File: config.mk
export PLATFORM = sky130hd
export DESIGN_NAME = kicker_video_top
export DESIGN_NICKNAME = d
export VERILOG_FILES = /design/src/hw/palette_pkg.sv /design/src/hw/video_pkg.sv /design/src/hw/pixel_if.sv /design/src/hw/blank_delay.sv /design/src/hw/kicker_colmix.sv /design/src/hw/kicker_video_top.sv /design/src/hw/palette_prom.sv
export SDC_FILE = /design/constraint.sdc
export NUM_CORES = 2
export LEC_CHECK = 0
export BUFFER_PORTS_ARGS = -buffer_cell sky130_fd_sc_hd__buf_4
export CELL_PAD_IN_SITES_DETAIL_PLACEMENT = 2
export CELL_PAD_IN_SITES_GLOBAL_PLACEMENT = 2
export CORE_AREA = 4 4 710 712
export DETAILED_ROUTE_END_ITERATION = 7
export DIE_AREA = 0 0 714 716
export PLACE_DENSITY_LB_ADDON = 0.25
export REMOVE_ABC_BUFFERS = 1
export SLEW_MARGIN = 30
export SYNTH_ARGS = -nofsm -noshare
export SYNTH_HDL_FRONTEND = slang
export SYNTH_HIERARCHICAL = 1
export SYNTH_SLANG_ARGS = --single-unit
File: constraint.sdc
create_clock -name clk -period 3.2 [get_ports clk]
set_clock_uncertainty 0.2 [all_clocks]
set_input_delay 0.16 -clock clk [delete_from_list [all_inputs] [get_ports clk]]
set_output_delay 0.16 -clock clk [all_outputs]
set_load 0.01 [all_outputs]
File: src/hw/palette_pkg.sv
/*
 * Palette-side definitions for the Kicker colour mixer.
 * Bank select width, colour PROM geometry and the RGB triple.
 * Files use these through scoped names.
 */

package palette_pkg;

    // ########################################################################
    // colour PROMs
    // ########################################################################

    localparam int pal_sel_w = 3;  // palette bank select
    localparam int prom_aw   = 8;  // 256 entries per PROM
    localparam int col_w     = 4;  // bits per colour channel
    localparam int chan_n    = 3;  // red, green, blue

    // prog_en bit order
    // bit 0 red, bit 1 green, bit 2 blue

    // ########################################################################
    // colour output
    // ########################################################################

    typedef struct packed {
        logic [col_w-1:0] red;
        logic [col_w-1:0] green;
        logic [col_w-1:0] blue;
    } rgb_t;

endpackage

File: src/hw/video_pkg.sv
/*
 * Pixel-side definitions for the Kicker colour mixer.
 * Holds the layer code widths, the blanking pair and the pipeline depth.
 * Files use these through scoped names.
 */

package video_pkg;

    // ########################################################################
    // layer codes
    // ########################################################################

    localparam int layer_w  = 4;  // sprite and scroll colour code width
    localparam int gfx_en_w = 4;  // layer debug enables, bit 0 scroll, bit 3 sprite

    // ########################################################################
    // blanking
    // ########################################################################

    // active-low levels, both high means visible area
    typedef struct packed {
        logic lhbl;  // horizontal blank, low during hblank
        logic lvbl;  // vertical blank, low during vblank
    } blank_t;

    // pxl_cen ticks from pixel in to colour out:
    // mux register, PROM read register, blank stage
    localparam int pipe_depth = 3;

endpackage

File: src/hw/pixel_if.sv
/*
 * One pixel's worth of layer codes and blanking, plus the pixel clock enable.
 * The top drives it through the source modport, the mixer reads the sink.
 */

`timescale 1ns/1ps

interface pixel_if;

    logic                            pxl_cen;  // one clk wide strobe
    logic [video_pkg::layer_w-1:0]   obj_pxl;  // sprite colour code, 0 is transparent
    logic [video_pkg::layer_w-1:0]   scr_pxl;  // tilemap colour code
    video_pkg::blank_t               blank;    // raw blanking levels

    // sampled on a rising clk edge with pxl_cen high
    modport source (
        output pxl_cen,
        output obj_pxl,
        output scr_pxl,
        output blank
    );

    modport sink (
        input pxl_cen,
        input obj_pxl,
        input scr_pxl,
        input blank
    );

endinterface

File: src/hw/blank_delay.sv
/*
 * Delays the blanking pair to line up with the palette lookup and
 * forces the colour to black outside the visible area.
 * Blank goes in with the pixel, colour comes in from the PROM register.
 */

`timescale 1ns/1ps

module blank_delay (
    input  logic                 clk,
    input  logic                 reset,
    input  logic                 cen,        // pixel clock enable
    input  video_pkg::blank_t    blank_in,   // same tick as the pixel codes
    input  palette_pkg::rgb_t    rgb_in,     // PROM output, two ticks later
    output video_pkg::blank_t    blank_out,
    output palette_pkg::rgb_t    rgb_out
);

    // ########################################################################
    // blanking shift register
    // ########################################################################

    // one stage each for the mux and the PROM read
    localparam int dly_n = video_pkg::pipe_depth - 1;

    video_pkg::blank_t dly [dly_n];
    logic              visible;

    always_ff @(posedge clk) begin
        if (reset) begin
            for (int i = 0; i < dly_n; i++) begin
                dly[i] <= '0;  // blanking asserted
            end
        end else if (cen) begin
            dly[0] <= blank_in;
            for (int i = 1; i < dly_n; i++) begin
                dly[i] <= dly[i-1];
            end
        end
    end

    // both levels high means active video
    assign visible = dly[dly_n-1].lhbl && dly[dly_n-1].lvbl;

    // ########################################################################
    // output stage
    // ########################################################################

    always_ff @(posedge clk) begin
        if (reset) begin
            blank_out <= '0;
            rgb_out   <= '0;  // black
        end else if (cen) begin
            blank_out <= dly[dly_n-1];
            rgb_out   <= visible ? rgb_in : '0;  // black in blanking
        end
    end

endmodule

File: src/hw/kicker_colmix.sv
/*
 * Colour mixer: sprite over scroll priority, layer debug gating,
 * palette address forming, the RGB PROM lookup and final blanking.
 * Latency is pipe_depth pxl_cen ticks from pix to rgb.
 */

`timescale 1ns/1ps

module kicker_colmix (
    input  logic                                clk,
    input  logic                                reset,
    pixel_if.sink                               pix,
    input  logic [palette_pkg::pal_sel_w-1:0]   pal_sel,    // palette bank
    input  logic [video_pkg::gfx_en_w-1:0]      gfx_en,     // layer debug enables
    input  logic [palette_pkg::col_w-1:0]       prog_data,
    input  logic [palette_pkg::prom_aw-1:0]     prog_addr,
    input  logic [palette_pkg::chan_n-1:0]      prog_en,    // one bit per channel
    output palette_pkg::rgb_t                   rgb,
    output video_pkg::blank_t                   blank_out
);

    // ########################################################################
    // layer priority
    // ########################################################################

    logic                                obj_blank;  // sprite transparent here
    logic [video_pkg::layer_w-1:0]       scr_gated;
    logic [video_pkg::layer_w:0]         mux;        // {scroll wins, code}
    logic [palette_pkg::pal_sel_w-1:0]   pal_q;      // bank, sampled with the pixel
    logic [palette_pkg::prom_aw-1:0]     pal_addr;
    palette_pkg::rgb_t                   raw;        // PROM outputs before blanking

    // code 0 is see-through, bit 3 switches sprites off
    assign obj_blank = (pix.obj_pxl == '0) || !gfx_en[3];
    // bit 0 switches the scroll layer off, bits 1 and 2 unused
    assign scr_gated = gfx_en[0] ? pix.scr_pxl : '0;

    // tick 0
    always_ff @(posedge clk) begin
        if (reset) begin
            mux   <= '0;  // bank 0, entry 0
            pal_q <= '0;
        end else if (pix.pxl_cen) begin
            mux   <= {obj_blank, obj_blank ? scr_gated : pix.obj_pxl};
            pal_q <= pal_sel;
        end
    end

    // upper half of each bank is the scroll palette
    assign pal_addr = {pal_q, mux};

    // ########################################################################
    // colour PROMs, tick 1
    // ########################################################################

    palette_prom u_red (
        .clk     (clk),
        .reset   (reset),
        .cen     (pix.pxl_cen),
        .we      (prog_en[0]),
        .wr_addr (prog_addr),
        .data    (prog_data),
        .rd_addr (pal_addr),
        .q       (raw.red)
    );

    palette_prom u_green (
        .clk     (clk),
        .reset   (reset),
        .cen     (pix.pxl_cen),
        .we      (prog_en[1]),
        .wr_addr (prog_addr),
        .data    (prog_data),
        .rd_addr (pal_addr),
        .q       (raw.green)
    );

    palette_prom u_blue (
        .clk     (clk),
        .reset   (reset),
        .cen     (pix.pxl_cen),
        .we      (prog_en[2]),
        .wr_addr (prog_addr),
        .data    (prog_data),
        .rd_addr (pal_addr),
        .q       (raw.blue)
    );

    // ########################################################################
    // blanking, tick 2
    // ########################################################################

    blank_delay u_blank (
        .clk       (clk),
        .reset     (reset),
        .cen       (pix.pxl_cen),
        .blank_in  (pix.blank),   // delayed to match mux and PROM stages
        .rgb_in    (raw),
        .blank_out (blank_out),
        .rgb_out   (rgb)
    );

endmodule

File: src/hw/kicker_video_top.sv
/*
 * Top of the Kicker colour mixer with plain ports.
 * Bundles the pixel inputs onto pixel_if and splits the colour out.
 */

`timescale 1ns/1ps

module kicker_video_top (
    input  logic                                clk,
    input  logic                                reset,
    input  logic                                pxl_cen,    // pixel clock enable
    input  logic [video_pkg::layer_w-1:0]       obj_pxl,    // sprite code
    input  logic [video_pkg::layer_w-1:0]       scr_pxl,    // tilemap code
    input  logic                                lhbl,       // active low
    input  logic                                lvbl,       // active low
    input  logic [palette_pkg::pal_sel_w-1:0]   pal_sel,
    input  logic [video_pkg::gfx_en_w-1:0]      gfx_en,

    // PROM programming
    input  logic [palette_pkg::col_w-1:0]       prog_data,
    input  logic [palette_pkg::prom_aw-1:0]     prog_addr,
    input  logic [palette_pkg::chan_n-1:0]      prog_en,

    output logic [palette_pkg::col_w-1:0]       red,
    output logic [palette_pkg::col_w-1:0]       green,
    output logic [palette_pkg::col_w-1:0]       blue,
    output logic                                lhbl_dly,
    output logic                                lvbl_dly
);

    palette_pkg::rgb_t   rgb;
    video_pkg::blank_t   blank_dly;

    pixel_if pix_bus ();

    // pack the pixel side
    assign pix_bus.pxl_cen    = pxl_cen;
    assign pix_bus.obj_pxl    = obj_pxl;
    assign pix_bus.scr_pxl    = scr_pxl;
    assign pix_bus.blank.lhbl = lhbl;
    assign pix_bus.blank.lvbl = lvbl;

    kicker_colmix u_colmix (
        .clk       (clk),
        .reset     (reset),
        .pix       (pix_bus.sink),
        .pal_sel   (pal_sel),
        .gfx_en    (gfx_en),
        .prog_data (prog_data),
        .prog_addr (prog_addr),
        .prog_en   (prog_en),
        .rgb       (rgb),
        .blank_out (blank_dly)
    );

    // unpack the outputs
    assign red      = rgb.red;
    assign green    = rgb.green;
    assign blue     = rgb.blue;
    assign lhbl_dly = blank_dly.lhbl;
    assign lvbl_dly = blank_dly.lvbl;

endmodule

File: src/hw/palette_prom.sv
/*
 * One 256x4 colour PROM, loaded through a plain write port.
 * Reads are registered on the pixel clock enable, writes happen on any clk.
 */

`timescale 1ns/1ps

module palette_prom (
    input  logic                              clk,
    input  logic                              reset,
    input  logic                              cen,      // pixel clock enable
    input  logic                              we,       // programming strobe
    input  logic [palette_pkg::prom_aw-1:0]   wr_addr,
    input  logic [palette_pkg::col_w-1:0]     data,
    input  logic [palette_pkg::prom_aw-1:0]   rd_addr,
    output logic [palette_pkg::col_w-1:0]     q
);

    localparam int depth = 1 << palette_pkg::prom_aw;

    logic [palette_pkg::col_w-1:0] mem [depth];  // colour entries

    // programming port, not tied to the pixel strobe
    always_ff @(posedge clk) begin
        if (we) begin
            mem[wr_addr] <= data;
        end
    end

    // lookup register, one pipeline stage
    always_ff @(posedge clk) begin
        if (reset) begin
            q <= '0;  // black until the first tick
        end else if (cen) begin
            q <= mem[rd_addr];
        end
    end

endmodule

# Yosys cells after proc, flatten, opt, wreduce, memory -nomap -nowiden
# Memory sizes are Yosys's and may differ from the RTL's. A register that Yosys moved wholly into a read port is not among the register bits.
# Cells that the tools add are included.
# word_totals
word_cells	33
register_bits	22
memories	4
ram_bits	3076
output_inout_bits	14
in_bits	35
# op_classes
n_bitwise	2
n_reduce_logical	4
n_mux	16
# memory_table
memory	words	width	read_ports	rd_ports_with_merged_regs	write_ports	line	text
u_colmix.u_blue.mem	256	4	1	1	1	palette_prom.sv:21	logic [palette_pkg::col_w-1:0] mem [depth];
u_colmix.u_green.mem	256	4	1	1	1	palette_prom.sv:21	
u_colmix.u_red.mem	256	4	1	1	1	palette_prom.sv:21	
u_colmix.u_blank.dly	2	2	2	0	2	blank_delay.sv:26	video_pkg::blank_t dly [dly_n];
# op_table
cell	n
$mux 12	1
$mux 1	11
$mux 4	2
$logic_not 4->1	1
$mux 2	2
$or 1x1->1	2
$logic_and 1x1->1	1
$logic_not 1->1	1
$logic_or 1x1->1	1

# Depth between registers and ports, before layout
# depth
word_depth	4
depth_mapped	12
depth_no_buf	7

# Modules after synthesis
# Netlist, hierarchy kept.
# by_module_without_submodules
mod	instances	seq_area_each_um2	cells_per_inst	area_each_um2
palette_prom	3	30829.6	2154	41028.1
blank_delay	1	400.4	70	787.0
kicker_colmix	1	160.2	35	355.3

# Worst setup path before layout
# Ideal clock, no wire load.
# synth_timing
path_kind	reg-to-reg
start	register u_colmix/mux[0] (netlist bit)
end	register u_colmix/u_blue/q[1] (netlist bit), read port of u_colmix.u_blue.mem
synth_period_minus_slack_ns	2.416
stages_incl_launch_ff	10
t_arrival_ns	2.088
setup_time_ns	0.128
required_ns	2.872
setup_slack_ns	0.784
n_path_buf	4
cell_sequence	dfxtp_1 -> buf_6 -> buf_12 -> buf_8 -> buf_8 -> mux4_1 -> a221oi_2 -> o22ai_1 -> nor3_1 -> o31ai_1
# synth_rtl
item	line	text
start: declaration	kicker_colmix.sv:28	logic [video_pkg::layer_w:0] mux;
start signal: assignment	kicker_colmix.sv:44	mux <= {obj_blank, obj_blank ? scr_gated : pix.obj_pxl};
end: declaration	palette_prom.sv:16	output logic [palette_pkg::col_w-1:0] q

==> results.tsv <==
metric	value	unit
outcome	completed	
final setup margin	29.7	ps
predominant post-synthesis flop cell	edfxtp_1	
clk buf depth	4	
Rel. slew slack	42.4	%
top cell type's share of synthesized area	74.4	%
final WL	392000	microns
first-pass GRT wire length	559000	microns
Final Hold Viols	0	
Worst IR Drop VDD	0.437	mV
clk_lat worst skew	980	ps
CP max FO	11	
WHS Endpoint	u_colmix/u_blue/mem[3][0]$_DFFE_PP_	
clk root buf	clkbuf_16	
crit-path cells	buf_12 -> buf_16 -> buf_4 -> mux4_2 -> mux4_2 -> o311ai_0 -> o31ai_1	
Buffers on Ports	46	
family with the most delay on the worst path	multiplexers	
core area	0.497	sq mm
Final Critical Period	3170	ps
effective utilization at floorplan	25.0	%
count of flip-flops with a built-in enable after synthesis	3076	
GRT Overall Usage	14.9	%
Via density	4.65	
crit share post-route	99.1	%
crit path DAT	3820	ps
Pwr Total	91.4	mW
synth top area cells	edfxtp_1 (74%), mux4_2 (9.8%), mux2i_1 (3.5%), nor2_1 (2.5%), clkbuf_1 (0.69%)	
RR Startpoint	u_colmix/mux[0]$_SDFFE_PP0P_	
Synth warnings	6	
initial DRC count	5341	
H-Tree Depth	5	
Tightest Pin Transition	863	ps
Post-DP Area	0.137	sq mm
post-synthesis average cell area	18.9	sq um
share of layout cells above drive strength 1	25.6	%
Area Growth Syn to Fin	20.4	%
fin. max-slew vios	0	
most instantiated cells after synthesis	edfxtp_1 (3076), nor2_1 (811), mux4_2 (543), mux2i_1 (440), clkbuf_1 (229)	
GP Congestion	0.780	
Post-Route Setup TNS	0	ps
crit path kind	reg2reg	
Synth Register Bits	3110	
post-route ant nets	0	
DIE WIDTH	714	microns
DRC viols	0	
Finished Cell Area	0.150	sq mm
dpl hpwl	256000	microns
FP Rows	259	
Most Frequent Cell on Critical Path	mux4_2	
critical path launch point	u_colmix/mux[0]$_SDFFE_PP0P_	
Lkg Pwr	45.6	nW
TritonCTS clock tree	built	
CP max-delay cell	o311ai_0	
worst r2r dst	u_colmix/u_green/q[3]$_SDFFE_PP0P_	
Netlist Area Pre-Place	0.124	sq mm
num ports	49	
Vias	66540	
Cells after Synth	6567	
DRT Pass-1 Iters	5	
Hold Startpoint	prog_data[0]	
Reg2Reg Setup Slack	30	ps
startpoint class of the critical path	flip-flop	
Setup Viol. Count Final	0	
crit path buf inv count	3	
required time of the critical path	3850	ps
Worst path max stage delay	650	ps
detailed-route wire length per cell	27.4	microns
post-synthesis sequential area ratio	74.9	%
endpoint kind of the worst setup timing path	flip-flop	
area leader, netlist	edfxtp_1	
Finished Core Util	30.1	%
antenna violations before repair	17	
Synth async-reset ratio	0	%
dpl ws	-308	ps
Netlist cell types	57	
cts bufs inserted	354	
GRT overflow	0	
fmax	315	MHz
DIE HEIGHT	716	microns
Hold Worst Slack	126	ps
Worst-path clk slew	70	ps
largest net degree at the start of global routing	130	
area of the die	0.511	sq mm
top-count cell post-synth	edfxtp_1	
max cap viols	0	
Fill cells	50337	
hold depth	2	
# nets final	7405	
Hold Path Class	in2reg	
TritonCTS Sinks	3110	
vias in the first global route	73263	
Pwr Density	611	mW/mm^2
fin cells	14306	
Cells after DPL	13553	
reg2reg path depth	7	
[routing by layer]
layer | track usage [%] | up-vias | wire (microns)
met5 | 0 | - | 13
met4 | 2.91 | 2 | 7190
met3 | 2.02 | 404 | 15700
met2 | 25.4 | 1300 | 193000
met1 | 20.4 | 36452 | 176000
li1 | - | 28382 | -
[power breakdown]
group          switching, mW  internal (mW)  total [mW]
sequential             0.132           44.9        45.0
clock                   16.9           23.0        40.0
combinational           3.88           2.51        6.39
[cells in the final DEF, fill, tap and decap left out, types with 17 or more instances in the layout]
master	count
o211ai_1	30
nand2_1	135
buf_12	74
buf_4	706
clkbuf_16	363
o221ai_1	53
nand4_1	54
buf_16	17
bufinv_16	30
a22o_1	45
mux4_2	545
mux2i_1	436
clkinv_2	50
a211oi_1	43
nor3_1	54
a221oi_1	28
a21oi_1	84
clkinv_1	82
nand2b_1	28
and2_1	19
o32ai_1	28
clkbuf_1	70
nor4_1	20
o21ai_0	41
dfxtp_1	26
nor2_1	807
o22ai_1	128
nand3_1	108
nor2b_1	37
dlygate4sd3_1	58
mux4_1	28
edfxtp_1	3076
a22oi_1	75
[cell type report]
class / instances / area [sq um] / area share (%)
antenna: 4 / 10.0 / 0.00669
timing repair buffer: 884 / 8340 / 5.58
tap: 6655 / 8330 / 5.57
clock inverter: 201 / 2030 / 1.36
multi-input combinational: 3008 / 28500 / 19.1
sequential: 3110 / 93100 / 62.2
inverter: 12 / 45.0 / 0.0301
clock buffer: 432 / 9250 / 6.19
[worst max path at each step]
stage / to / slack, ps / cells after the start
after CTS: u_colmix/u_red/q[2]$_SDFFE_PP0P_ / -150 / 11
after global placement: u_colmix/u_red/q[2]$_SDFFE_PP0P_ / -320 / 11
after global routing: u_colmix/u_blue/q[2]$_SDFFE_PP0P_ / -50 / 12
after floorplan: u_colmix/u_blue/q[2]$_SDFFE_PP0P_ / -38420 / 7
final: u_colmix/u_green/q[3]$_SDFFE_PP0P_ / 30 / 7
after detailed placement: u_colmix/u_red/q[2]$_SDFFE_PP0P_ / -310 / 11
[kinds of logic (layout without fill, tap and decap cells)]
group | after synthesis | after routing | share of synthesized area [%]
AOI/OAI and AO/OA | 655 | 655 | 3.86
buffers and inverters | 449 | 1529 | 2.42
DFF | 3110 | 3110 | 74.9
muxes | 1022 | 1022 | 14.1
other | 0 | 4 | 0
and+or+nand+nor | 1331 | 1331 | 4.71
[timing repair]
item | 4_1_cts | 5_1_grt
hold endpoints to repair | 4666 | 0
hold buffers | 58 | 0
cloned | 3 | 7
pin swaps | 1 | 11
setup endpoints to repair | 11 | 11
resized for setup | 31 | 65
buffers inserted | 1 | 49
[sequential cells by signal, summed over array words and instances, names as in the netlist]
register / flops
u_colmix/u_blue/mem: 1024
u_colmix/mux: 5
u_colmix/u_blank/dly: 4
u_colmix/u_red/q: 4
u_colmix/u_green/q: 4
u_colmix/u_blue/q: 4
u_colmix/u_green/mem: 1024
u_colmix/u_blank/blank_out: 2
u_colmix/u_blank/rgb_out: 12
u_colmix/pal_q: 3
u_colmix/u_red/mem: 1024
Note: power is estimated with default switching activity, not from simulation.
